===== src/hdl/rv32_pkg.sv =====
/*
  Shared types and encodings for the two-stage RV32I core.
  Only the opcodes and function codes that the core executes are listed.
*/

package rv32_pkg;

  // --------------------------------------------------------------------------
  // Basic word types
  // --------------------------------------------------------------------------

  // Data, address and instruction words
  typedef logic [31:0] word_t;

  // Register file index, x0 to x31
  typedef logic [4:0] reg_idx_t;

  // --------------------------------------------------------------------------
  // Instruction encodings
  // --------------------------------------------------------------------------

  // Major opcodes, instruction bits 6:0
  typedef enum logic [6:0] {
    OP     = 7'b0110011,
    OP_IMM = 7'b0010011,
    LUI    = 7'b0110111,
    BRANCH = 7'b1100011,
    JAL    = 7'b1101111
  } opcode_t;

  // funct3 values for OP and OP_IMM
  localparam logic [2:0] F3_ADD_SUB = 3'b000;
  localparam logic [2:0] F3_SLT     = 3'b010;
  localparam logic [2:0] F3_XOR     = 3'b100;
  localparam logic [2:0] F3_OR      = 3'b110;
  localparam logic [2:0] F3_AND     = 3'b111;

  // funct3 values for BRANCH
  localparam logic [2:0] F3_BEQ = 3'b000;
  localparam logic [2:0] F3_BNE = 3'b001;

  // funct7 values for OP
  localparam logic [6:0] F7_BASE = 7'b0000000;
  localparam logic [6:0] F7_SUB  = 7'b0100000;

  // ALU operations, PASS_B forwards operand b (used by LUI)
  typedef enum logic [2:0] {
    ALU_ADD,
    ALU_SUB,
    ALU_AND,
    ALU_OR,
    ALU_XOR,
    ALU_SLT,
    ALU_PASS_B
  } alu_op_t;

  // --------------------------------------------------------------------------
  // Core constants
  // --------------------------------------------------------------------------

  // First fetch address after reset
  localparam word_t RESET_PC = 32'h0000_0200;

  // ADDI x0, x0, 0 used as pipeline bubble
  localparam word_t NOP_INSTR = 32'h0000_0013;

endpackage


===== src/hdl/fetch_stage.sv =====
/*
  Fetch stage: PC register and instruction memory read.
  Memory returns byte-swapped words; a busy cycle holds the PC unless
  stage two redirects.
*/

module fetch_stage (
  input  logic           CLK,
  input  logic           nRST,
  input  logic           imem_busy,
  input  rv32_pkg::word_t imem_rdata,
  input  logic           redirect,
  input  rv32_pkg::word_t redirect_pc,
  output rv32_pkg::word_t imem_addr,
  output rv32_pkg::word_t fetch_pc,
  output rv32_pkg::word_t fetch_instr
);
  import rv32_pkg::*;

  word_t pc;
  word_t pc4;
  word_t npc;

  // Sequential successor
  assign pc4 = pc + 32'd4;

  // Redirect wins over the sequential path
  assign npc = redirect ? redirect_pc : pc4;

  // PC register
  // Advances on a finished read, or at once on a redirect
  always_ff @(posedge CLK, negedge nRST) begin
    if (!nRST) begin
      pc <= RESET_PC;
    end else if (redirect || !imem_busy) begin
      pc <= npc;
    end
  end

  // Core only reads, so the address is simply the PC
  assign imem_addr = pc;

  // Memory holds words in the opposite byte order
  assign fetch_instr = {imem_rdata[7:0], imem_rdata[15:8],
                        imem_rdata[23:16], imem_rdata[31:24]};

  // Address of the word now on fetch_instr
  assign fetch_pc = pc;

endmodule


===== src/hdl/pipeline_control.sv =====
/*
  Fetch-to-execute boundary register.
  A busy memory or a redirect loads a NOP bubble with ex_valid low,
  so only one slot behind a taken branch is ever lost.
*/

module pipeline_control (
  input  logic            CLK,
  input  logic            nRST,
  input  logic            imem_busy,
  input  logic            redirect,
  input  rv32_pkg::word_t fetch_pc,
  input  rv32_pkg::word_t fetch_instr,
  output logic            ex_valid,
  output rv32_pkg::word_t ex_pc,
  output rv32_pkg::word_t ex_instr
);
  import rv32_pkg::*;

  logic accept;

  // Take the fetched word only when it is real and on the right path
  assign accept = !imem_busy && !redirect;

  // --------------------------------------------------------------------------
  // Stage register
  // --------------------------------------------------------------------------

  // Reset to a bubble so stage two sees a known NOP
  always_ff @(posedge CLK, negedge nRST) begin
    if (!nRST) begin
      ex_valid <= 1'b0;
      ex_pc    <= RESET_PC;
      ex_instr <= NOP_INSTR;
    end else begin
      // Slot address follows the fetch stage either way
      ex_pc <= fetch_pc;
      if (accept) begin
        ex_valid <= 1'b1;
        ex_instr <= fetch_instr;
      end else begin
        // Stall or flush
        ex_valid <= 1'b0;
        ex_instr <= NOP_INSTR;
      end
    end
  end

endmodule


===== src/hdl/decode_unit.sv =====
/*
  Stage-two decoder. Purely combinational.
  Unsupported encodings and bubbles write nothing and never redirect.
*/

module decode_unit (
  input  logic               ex_valid,
  input  rv32_pkg::word_t    ex_instr,
  output rv32_pkg::reg_idx_t rs1_idx,
  output rv32_pkg::reg_idx_t rs2_idx,
  output rv32_pkg::reg_idx_t rd_idx,
  output rv32_pkg::word_t    imm,
  output rv32_pkg::alu_op_t  alu_op,
  output logic               use_imm,
  output logic               is_branch,
  output logic               branch_ne,
  output logic               is_jal,
  output logic               writes_rd
);
  import rv32_pkg::*;

  opcode_t    opcode;
  logic [2:0] funct3;
  logic [6:0] funct7;
  word_t      imm_i;
  word_t      imm_u;
  word_t      imm_b;
  word_t      imm_j;

  // Fixed field positions
  assign opcode  = opcode_t'(ex_instr[6:0]);
  assign funct3  = ex_instr[14:12];
  assign funct7  = ex_instr[31:25];
  assign rd_idx  = ex_instr[11:7];
  assign rs1_idx = ex_instr[19:15];
  assign rs2_idx = ex_instr[24:20];

  // --------------------------------------------------------------------------
  // Immediate formats
  // --------------------------------------------------------------------------
  assign imm_i = {{20{ex_instr[31]}}, ex_instr[31:20]};
  assign imm_u = {ex_instr[31:12], 12'b0};
  // B and J immediates are scattered, bit 0 always zero
  assign imm_b = {{19{ex_instr[31]}}, ex_instr[31], ex_instr[7],
                  ex_instr[30:25], ex_instr[11:8], 1'b0};
  assign imm_j = {{11{ex_instr[31]}}, ex_instr[31], ex_instr[19:12],
                  ex_instr[20], ex_instr[30:21], 1'b0};

  // --------------------------------------------------------------------------
  // Control decode
  // --------------------------------------------------------------------------
  always_comb begin
    // Defaults describe an instruction with no effect
    imm       = '0;
    alu_op    = ALU_ADD;
    use_imm   = 1'b0;
    is_branch = 1'b0;
    branch_ne = 1'b0;
    is_jal    = 1'b0;
    writes_rd = 1'b0;
    case (opcode)
      OP: begin
        writes_rd = 1'b1;
        case ({funct7, funct3})
          {F7_BASE, F3_ADD_SUB}: alu_op = ALU_ADD;
          {F7_SUB, F3_ADD_SUB}:  alu_op = ALU_SUB;
          {F7_BASE, F3_SLT}:     alu_op = ALU_SLT;
          {F7_BASE, F3_XOR}:     alu_op = ALU_XOR;
          {F7_BASE, F3_OR}:      alu_op = ALU_OR;
          {F7_BASE, F3_AND}:     alu_op = ALU_AND;
          default:               writes_rd = 1'b0;
        endcase
      end
      OP_IMM: begin
        // Only ADDI is supported
        imm       = imm_i;
        use_imm   = 1'b1;
        writes_rd = (funct3 == F3_ADD_SUB);
      end
      LUI: begin
        imm       = imm_u;
        use_imm   = 1'b1;
        alu_op    = ALU_PASS_B;
        writes_rd = 1'b1;
      end
      BRANCH: begin
        imm       = imm_b;
        is_branch = (funct3 == F3_BEQ) || (funct3 == F3_BNE);
        branch_ne = (funct3 == F3_BNE);
      end
      JAL: begin
        imm       = imm_j;
        is_jal    = 1'b1;
        writes_rd = 1'b1;
      end
      default: ;
    endcase
    // A bubble must have no side effects
    if (!ex_valid) begin
      is_branch = 1'b0;
      is_jal    = 1'b0;
      writes_rd = 1'b0;
    end
  end

endmodule


===== src/hdl/execute_unit.sv =====
/*
  Stage-two ALU, branch compare and target adder. Combinational.
  Expects is_branch and is_jal already qualified by ex_valid.
*/

module execute_unit (
  input  rv32_pkg::word_t   ex_pc,
  input  rv32_pkg::word_t   rs1_data,
  input  rv32_pkg::word_t   rs2_data,
  input  rv32_pkg::word_t   imm,
  input  rv32_pkg::alu_op_t alu_op,
  input  logic              use_imm,
  input  logic              is_branch,
  input  logic              branch_ne,
  input  logic              is_jal,
  output rv32_pkg::word_t   wb_data,
  output logic              redirect,
  output rv32_pkg::word_t   redirect_pc
);
  import rv32_pkg::*;

  word_t opnd_b;
  word_t alu_out;
  logic  equal;
  logic  taken;

  // Second operand is the immediate for ADDI and LUI
  assign opnd_b = use_imm ? imm : rs2_data;

  // --------------------------------------------------------------------------
  // ALU
  // --------------------------------------------------------------------------
  always_comb begin
    case (alu_op)
      ALU_ADD:    alu_out = rs1_data + opnd_b;
      ALU_SUB:    alu_out = rs1_data - opnd_b;
      ALU_AND:    alu_out = rs1_data & opnd_b;
      ALU_OR:     alu_out = rs1_data | opnd_b;
      ALU_XOR:    alu_out = rs1_data ^ opnd_b;
      // Signed compare, result is 0 or 1
      ALU_SLT:    alu_out = {31'b0, $signed(rs1_data) < $signed(opnd_b)};
      ALU_PASS_B: alu_out = opnd_b;
      default:    alu_out = '0;
    endcase
  end

  // --------------------------------------------------------------------------
  // Control flow
  // --------------------------------------------------------------------------

  // BEQ and BNE share one equality compare
  assign equal = (rs1_data == rs2_data);
  assign taken = is_branch && (branch_ne ? !equal : equal);

  // Both branch and JAL targets are pc-relative
  assign redirect    = taken || is_jal;
  assign redirect_pc = ex_pc + imm;

  // JAL links the return address
  assign wb_data = is_jal ? (ex_pc + 32'd4) : alu_out;

endmodule


===== src/hdl/result_unit.sv =====
/*
  Register file and retire report. Reads are combinational, writes land
  at the edge that ends stage two. x0 always reads zero.
*/

module result_unit (
  input  logic               CLK,
  input  logic               nRST,
  input  logic               ex_valid,
  input  rv32_pkg::word_t    ex_pc,
  input  rv32_pkg::reg_idx_t rs1_idx,
  input  rv32_pkg::reg_idx_t rs2_idx,
  input  rv32_pkg::reg_idx_t rd_idx,
  input  logic               writes_rd,
  input  rv32_pkg::word_t    wb_data,
  output rv32_pkg::word_t    rs1_data,
  output rv32_pkg::word_t    rs2_data,
  output logic               retire_valid,
  output rv32_pkg::word_t    retire_pc,
  output rv32_pkg::reg_idx_t retire_rd,
  output rv32_pkg::word_t    retire_data
);
  import rv32_pkg::*;

  word_t regs [32];
  logic  wr_en;

  // Writes to x0 are dropped here and reported as no write
  assign wr_en = writes_rd && (rd_idx != '0);

  // Register file, cleared by reset
  always_ff @(posedge CLK, negedge nRST) begin
    if (!nRST) begin
      for (int i = 0; i < 32; i++) begin
        regs[i] <= '0;
      end
    end else if (wr_en) begin
      regs[rd_idx] <= wb_data;
    end
  end

  assign rs1_data = (rs1_idx == '0) ? '0 : regs[rs1_idx];
  assign rs2_data = (rs2_idx == '0) ? '0 : regs[rs2_idx];

  // --------------------------------------------------------------------------
  // Retire report
  // --------------------------------------------------------------------------
  always_ff @(posedge CLK, negedge nRST) begin
    if (!nRST) begin
      retire_valid <= 1'b0;
    end else begin
      retire_valid <= ex_valid;
    end
  end

  // Payload, only meaningful with retire_valid
  always_ff @(posedge CLK) begin
    retire_pc   <= ex_pc;
    retire_rd   <= wr_en ? rd_idx : '0;
    retire_data <= wr_en ? wb_data : '0;
  end

endmodule


===== src/hdl/core_top.sv =====
/*
  Two-stage RV32I core: fetch, then decode/execute/writeback.
  No loads, stores, CSRs or traps. Results are seen on the retire port.
*/

module core_top (
  input  logic               CLK,
  input  logic               nRST,
  // Instruction memory
  output rv32_pkg::word_t    imem_addr,
  input  logic               imem_busy,
  input  rv32_pkg::word_t    imem_rdata,
  // Retire port
  output logic               retire_valid,
  output rv32_pkg::word_t    retire_pc,
  output rv32_pkg::reg_idx_t retire_rd,
  output rv32_pkg::word_t    retire_data
);
  import rv32_pkg::*;

  // Fetch to stage boundary
  word_t    fetch_pc;
  word_t    fetch_instr;

  // Stage boundary to stage two
  logic     ex_valid;
  word_t    ex_pc;
  word_t    ex_instr;

  // Decoded controls
  reg_idx_t rs1_idx;
  reg_idx_t rs2_idx;
  reg_idx_t rd_idx;
  word_t    imm;
  alu_op_t  alu_op;
  logic     use_imm;
  logic     is_branch;
  logic     branch_ne;
  logic     is_jal;
  logic     writes_rd;

  // Operands, result and redirect
  word_t    rs1_data;
  word_t    rs2_data;
  word_t    wb_data;
  logic     redirect;
  word_t    redirect_pc;

  // --------------------------------------------------------------------------
  // Stage one
  // --------------------------------------------------------------------------
  fetch_stage u_fetch_stage (
    .CLK         (CLK),
    .nRST        (nRST),
    .imem_busy   (imem_busy),
    .imem_rdata  (imem_rdata),
    .redirect    (redirect),
    .redirect_pc (redirect_pc),
    .imem_addr   (imem_addr),
    .fetch_pc    (fetch_pc),
    .fetch_instr (fetch_instr)
  );

  pipeline_control u_pipeline_control (
    .CLK         (CLK),
    .nRST        (nRST),
    .imem_busy   (imem_busy),
    .redirect    (redirect),
    .fetch_pc    (fetch_pc),
    .fetch_instr (fetch_instr),
    .ex_valid    (ex_valid),
    .ex_pc       (ex_pc),
    .ex_instr    (ex_instr)
  );

  // --------------------------------------------------------------------------
  // Stage two
  // --------------------------------------------------------------------------
  decode_unit u_decode_unit (
    .ex_valid  (ex_valid),
    .ex_instr  (ex_instr),
    .rs1_idx   (rs1_idx),
    .rs2_idx   (rs2_idx),
    .rd_idx    (rd_idx),
    .imm       (imm),
    .alu_op    (alu_op),
    .use_imm   (use_imm),
    .is_branch (is_branch),
    .branch_ne (branch_ne),
    .is_jal    (is_jal),
    .writes_rd (writes_rd)
  );

  execute_unit u_execute_unit (
    .ex_pc       (ex_pc),
    .rs1_data    (rs1_data),
    .rs2_data    (rs2_data),
    .imm         (imm),
    .alu_op      (alu_op),
    .use_imm     (use_imm),
    .is_branch   (is_branch),
    .branch_ne   (branch_ne),
    .is_jal      (is_jal),
    .wb_data     (wb_data),
    .redirect    (redirect),
    .redirect_pc (redirect_pc)
  );

  result_unit u_result_unit (
    .CLK          (CLK),
    .nRST         (nRST),
    .ex_valid     (ex_valid),
    .ex_pc        (ex_pc),
    .rs1_idx      (rs1_idx),
    .rs2_idx      (rs2_idx),
    .rd_idx       (rd_idx),
    .writes_rd    (writes_rd),
    .wb_data      (wb_data),
    .rs1_data     (rs1_data),
    .rs2_data     (rs2_data),
    .retire_valid (retire_valid),
    .retire_pc    (retire_pc),
    .retire_rd    (retire_rd),
    .retire_data  (retire_data)
  );

endmodule


===== config.mk =====
export PLATFORM = sky130hd
export DESIGN_NAME = core_top
export DESIGN_NICKNAME = d
export VERILOG_FILES = /design/src/hdl/rv32_pkg.sv /design/src/hdl/fetch_stage.sv /design/src/hdl/pipeline_control.sv /design/src/hdl/decode_unit.sv /design/src/hdl/execute_unit.sv /design/src/hdl/result_unit.sv /design/src/hdl/core_top.sv
export SDC_FILE = /design/constraint.sdc
export NUM_CORES = 2
export LEC_CHECK = 0
export BUFFER_PORTS_ARGS = -buffer_cell sky130_fd_sc_hd__buf_2
export CAP_MARGIN = 25
export CORE_MARGIN = 10
export CORE_UTILIZATION = 40
export CTS_CLUSTER_SIZE = 40
export DETAILED_ROUTE_END_ITERATION = 8
export MAX_ROUTING_LAYER = met4
export PLACE_DENSITY = 0.55
export RECOVER_POWER = 100
export SYNTH_ARGS = -nofsm -noshare
export SYNTH_HDL_FRONTEND = slang
export SYNTH_SLANG_ARGS = --single-unit

===== constraint.sdc =====
create_clock -name CLK -period 7.2 [get_ports CLK]
set_input_delay 2.16 -clock CLK [delete_from_list [all_inputs] [get_ports CLK]]
set_output_delay 2.16 -clock CLK [all_outputs]
set_load 0.01 [all_outputs]

==> results.cfg <==
[timing]
setup_viol = 0
setup_tns_ps = 0
setup_slack_ps = 390
finalHoldViolations = 0
max_slew_margin_pct = -243
fmax_mhz = 147
fin_skew_ps = 32.8
grt_setup_unrepaired = no
period_share_pct = 94.6
period_minus_slack_ps = 6810
worst_pin_slew_ps = 5150
drv_slew = 219

[critical_path]
path_class = reg2reg
critical_path.endpoint_type = flop
rr_startpoint = u_pipeline_control.ex_instr[20]
cp.arrival_ps = 7430
worstSetupStartpoint = u_pipeline_control.ex_instr[20]
path_max_fanout = 31
r2r_cells = 24
start_kind = flop
worstPathRequired_ps = 7820

[outcome]
status = finished with violations
failed_checks = max-capacitance violations, max-slew violations

[placed_design]
place_congestion = 1.00
portBuffers = 136
post-place-ws_ps = 654
hpwl_mm = 173

[floorplanning]
coreArea_sq_mm = 0.165
die_h_microns = 428
die_area_sq_mm = 0.183
die_w_microns = 428
rows = 149
pin_count = 137
floorplan.initialDensity_pct = 40.3

[grt]
grt_overflow = 0
grt_pass1_vias = 52100
grt_max_degree = 164
grt_usage_pct = 28.8
grt_first_pass_wirelength_mm = 375
antenna_found_initial = 11

[hold_path]
hold_depth = 0
hold_path_class = reg2reg
hold_path_startpoint = u_result_unit.regs[1009]

[clocking]
cts.repair.resized = 0
clk_latency_ps = 800
cts_max_level = 4
cts.sinks = 1191
cts.clk_slew.worst_paths_ps = 60
numCtsBuffers = 138
tritoncts = done
cts_root_buffer = clkbuf_16
cts_setup_buffers = 0
postCtsHoldBufs = 0
clockBufferDepth = 3

[finish]
final_nets = 6498
n_fill_cell = 15600
final_common_cell = nand2_1
syn2layout_area_growth_pct = 11.7
layout_common_cells = nand2_1 (1220), dfrtp_1 (1107), o21ai_0 (1083)
drive_above_1_share_pct = 16.2

[route]
final_antenna_net_count = 0
first_pass_iters = 8
drt-total-wl_mm = 259
vias_per_cell = 6.13
drc = 0
drtIter0Drc = 5674
routedWlPerCell_microns = 29.9
via_count = 53000

[synthesis]
synth-edff-count = 0
yosys_most_used_dff = dfrtp_1
yosysUniqueCellTypes = 101
netlist.area_leader.share_pct = 42.1
synth.cell_area_sq_mm = 0.0665
syn_area_per_cell_sq_um = 10.4
synth_area_leaders = dfrtp_1 (42%), mux4_2 (15%), o21ai_0 (8.2%), nand2_1 (7.1%), ha_1 (2.5%)
synth_seq_cells = 1191
ys_warn_count = 0
yosysTopAreaCell = dfrtp_1
synth_nets = 6534
async_flop_share_pct = 94.2
synthesis.instances = 6363
synth_seq_area_share_pct = 44.3

[power]
p_leak_nw = 31.4
power_density_mw_per_mm2 = 245
vdd_drop_max_mv = 0.173

[job]
max-cap-violations = 6
==> worst max-delay path, stage by stage (launching register included) <==
cell and delay, ps:
dfrtp_4 670, buf_12 260, buf_4 230, mux4_2 530, a22oi_1 220, nand2_1 70, a22oi_1 150, clkbuf_1 380
nor2_1 60, or2_2 310, ha_1 250, fa_1 490, o21bai_1 210, a21oi_1 130, o21ai_0 350, a21oi_1 190
a211oi_1 620, nor2_1 150, o221ai_1 240, buf_4 190, a2111o_1 130, o2111ai_1 160, o21ai_2 250, buf_12 210
o21ai_0 110
==> sequential cells by signal, summed over array words and instances (netlist names) <==
register	count
u_fetch_stage.fetch_pc	32
u_pipeline_control.ex_instr	32
u_pipeline_control.ex_pc	32
u_pipeline_control.ex_valid	1
u_result_unit.regs	1024
u_result_unit.retire_data	32
u_result_unit.retire_pc	32
u_result_unit.retire_rd	5
u_result_unit.retire_valid	1
==> stage by stage <==
stage          hold slack [ps]  instances  total power (W)  instance area [sq um]  util, %
6_report                   392       8651           0.0182                  74200     45.0
4_1_cts                    395       8626           0.0183                  74600     45.2
5_1_grt                    404       8650           0.0188                  74200     45.0
3_3_place_gp               376       8371           0.0111                  69900     42.3
2_1_floorplan              374       6363          0.00950                  66500        -
3_5_place_dp               382       8374           0.0111                  69900     42.4
==> report_power, final <==
part | switching, W | internal [W] | total, W | leakage [nW]
registers | 0.000443 | 0.00704 | 0.00748 | 15.9
clock network | 0.00301 | 0.00423 | 0.00723 | 2.28
logic | 0.00226 | 0.00118 | 0.00344 | 13.2
total | 0.00571 | 0.0125 | 0.0182 | 31.4
==> final timing paths <==
path                                             to  slack, ps
max                         u_result_unit.regs[862]        390
min                        u_result_unit.regs[1009]        390
max reg2reg                 u_result_unit.regs[862]        390
min reg2reg                u_result_unit.regs[1009]        390
max in group asynchronous   u_result_unit.regs[260]        830
min in group asynchronous   u_result_unit.regs[396]       3240
==> cells in the mapped netlist, types with 22 or more instances <==
cell type,n
o31ai_1,36
nand2_1,1252
ha_1,133
o211ai_1,22
dfrtp_1,1117
nor3_1,64
o22ai_1,57
dfxtp_1,69
o21a_1,25
xnor2_1,65
nor2b_1,27
inv_1,130
mux4_2,431
nand4_1,30
nor2_1,182
clkbuf_1,422
a21o_1,47
a21oi_1,147
buf_2,76
o2111ai_1,32
nand3_1,55
and2_1,55
a221oi_1,32
and3_1,24
a211oi_1,45
mux2i_1,139
a22oi_1,64
mux4_1,55
xor2_1,64
o21ai_0,1090
==> cell families after synthesis <==
kind of cell,count (synthesis),synth area share [%]
multiplexers,645,19.5
flip-flops,1191,44.3
buffers and inverters,707,5.03
AND/OR/NAND/NOR,1813,11.6
AO/OA/AOI/OAI,1742,15.3
adder cells (fa/ha/maj),136,2.59
XOR/XNOR,129,1.70
==> area by class of cell <==
type	count	area [sq um]	share of cell area (%)
timing repair buffer	400	2980	4.02
clock inverter	42	523	0.705
antenna	23	57.6	0.0775
tap	2189	2740	3.69
clock buffer	210	4120	5.55
sequential	1191	29500	39.7
inverter	131	492	0.662
multi-input combinational	4465	33800	45.6
==> routing by layer <==
layer	wire length (microns)	track usage, %	vias up
li1	-	-	23000
met1	106000	37.3	27000
met2	119000	44.2	2394
met3	19600	4.86	604
met4	14000	13.6	0
met5	0	-	-
Note: power is estimated with default switching activity, not from simulation.
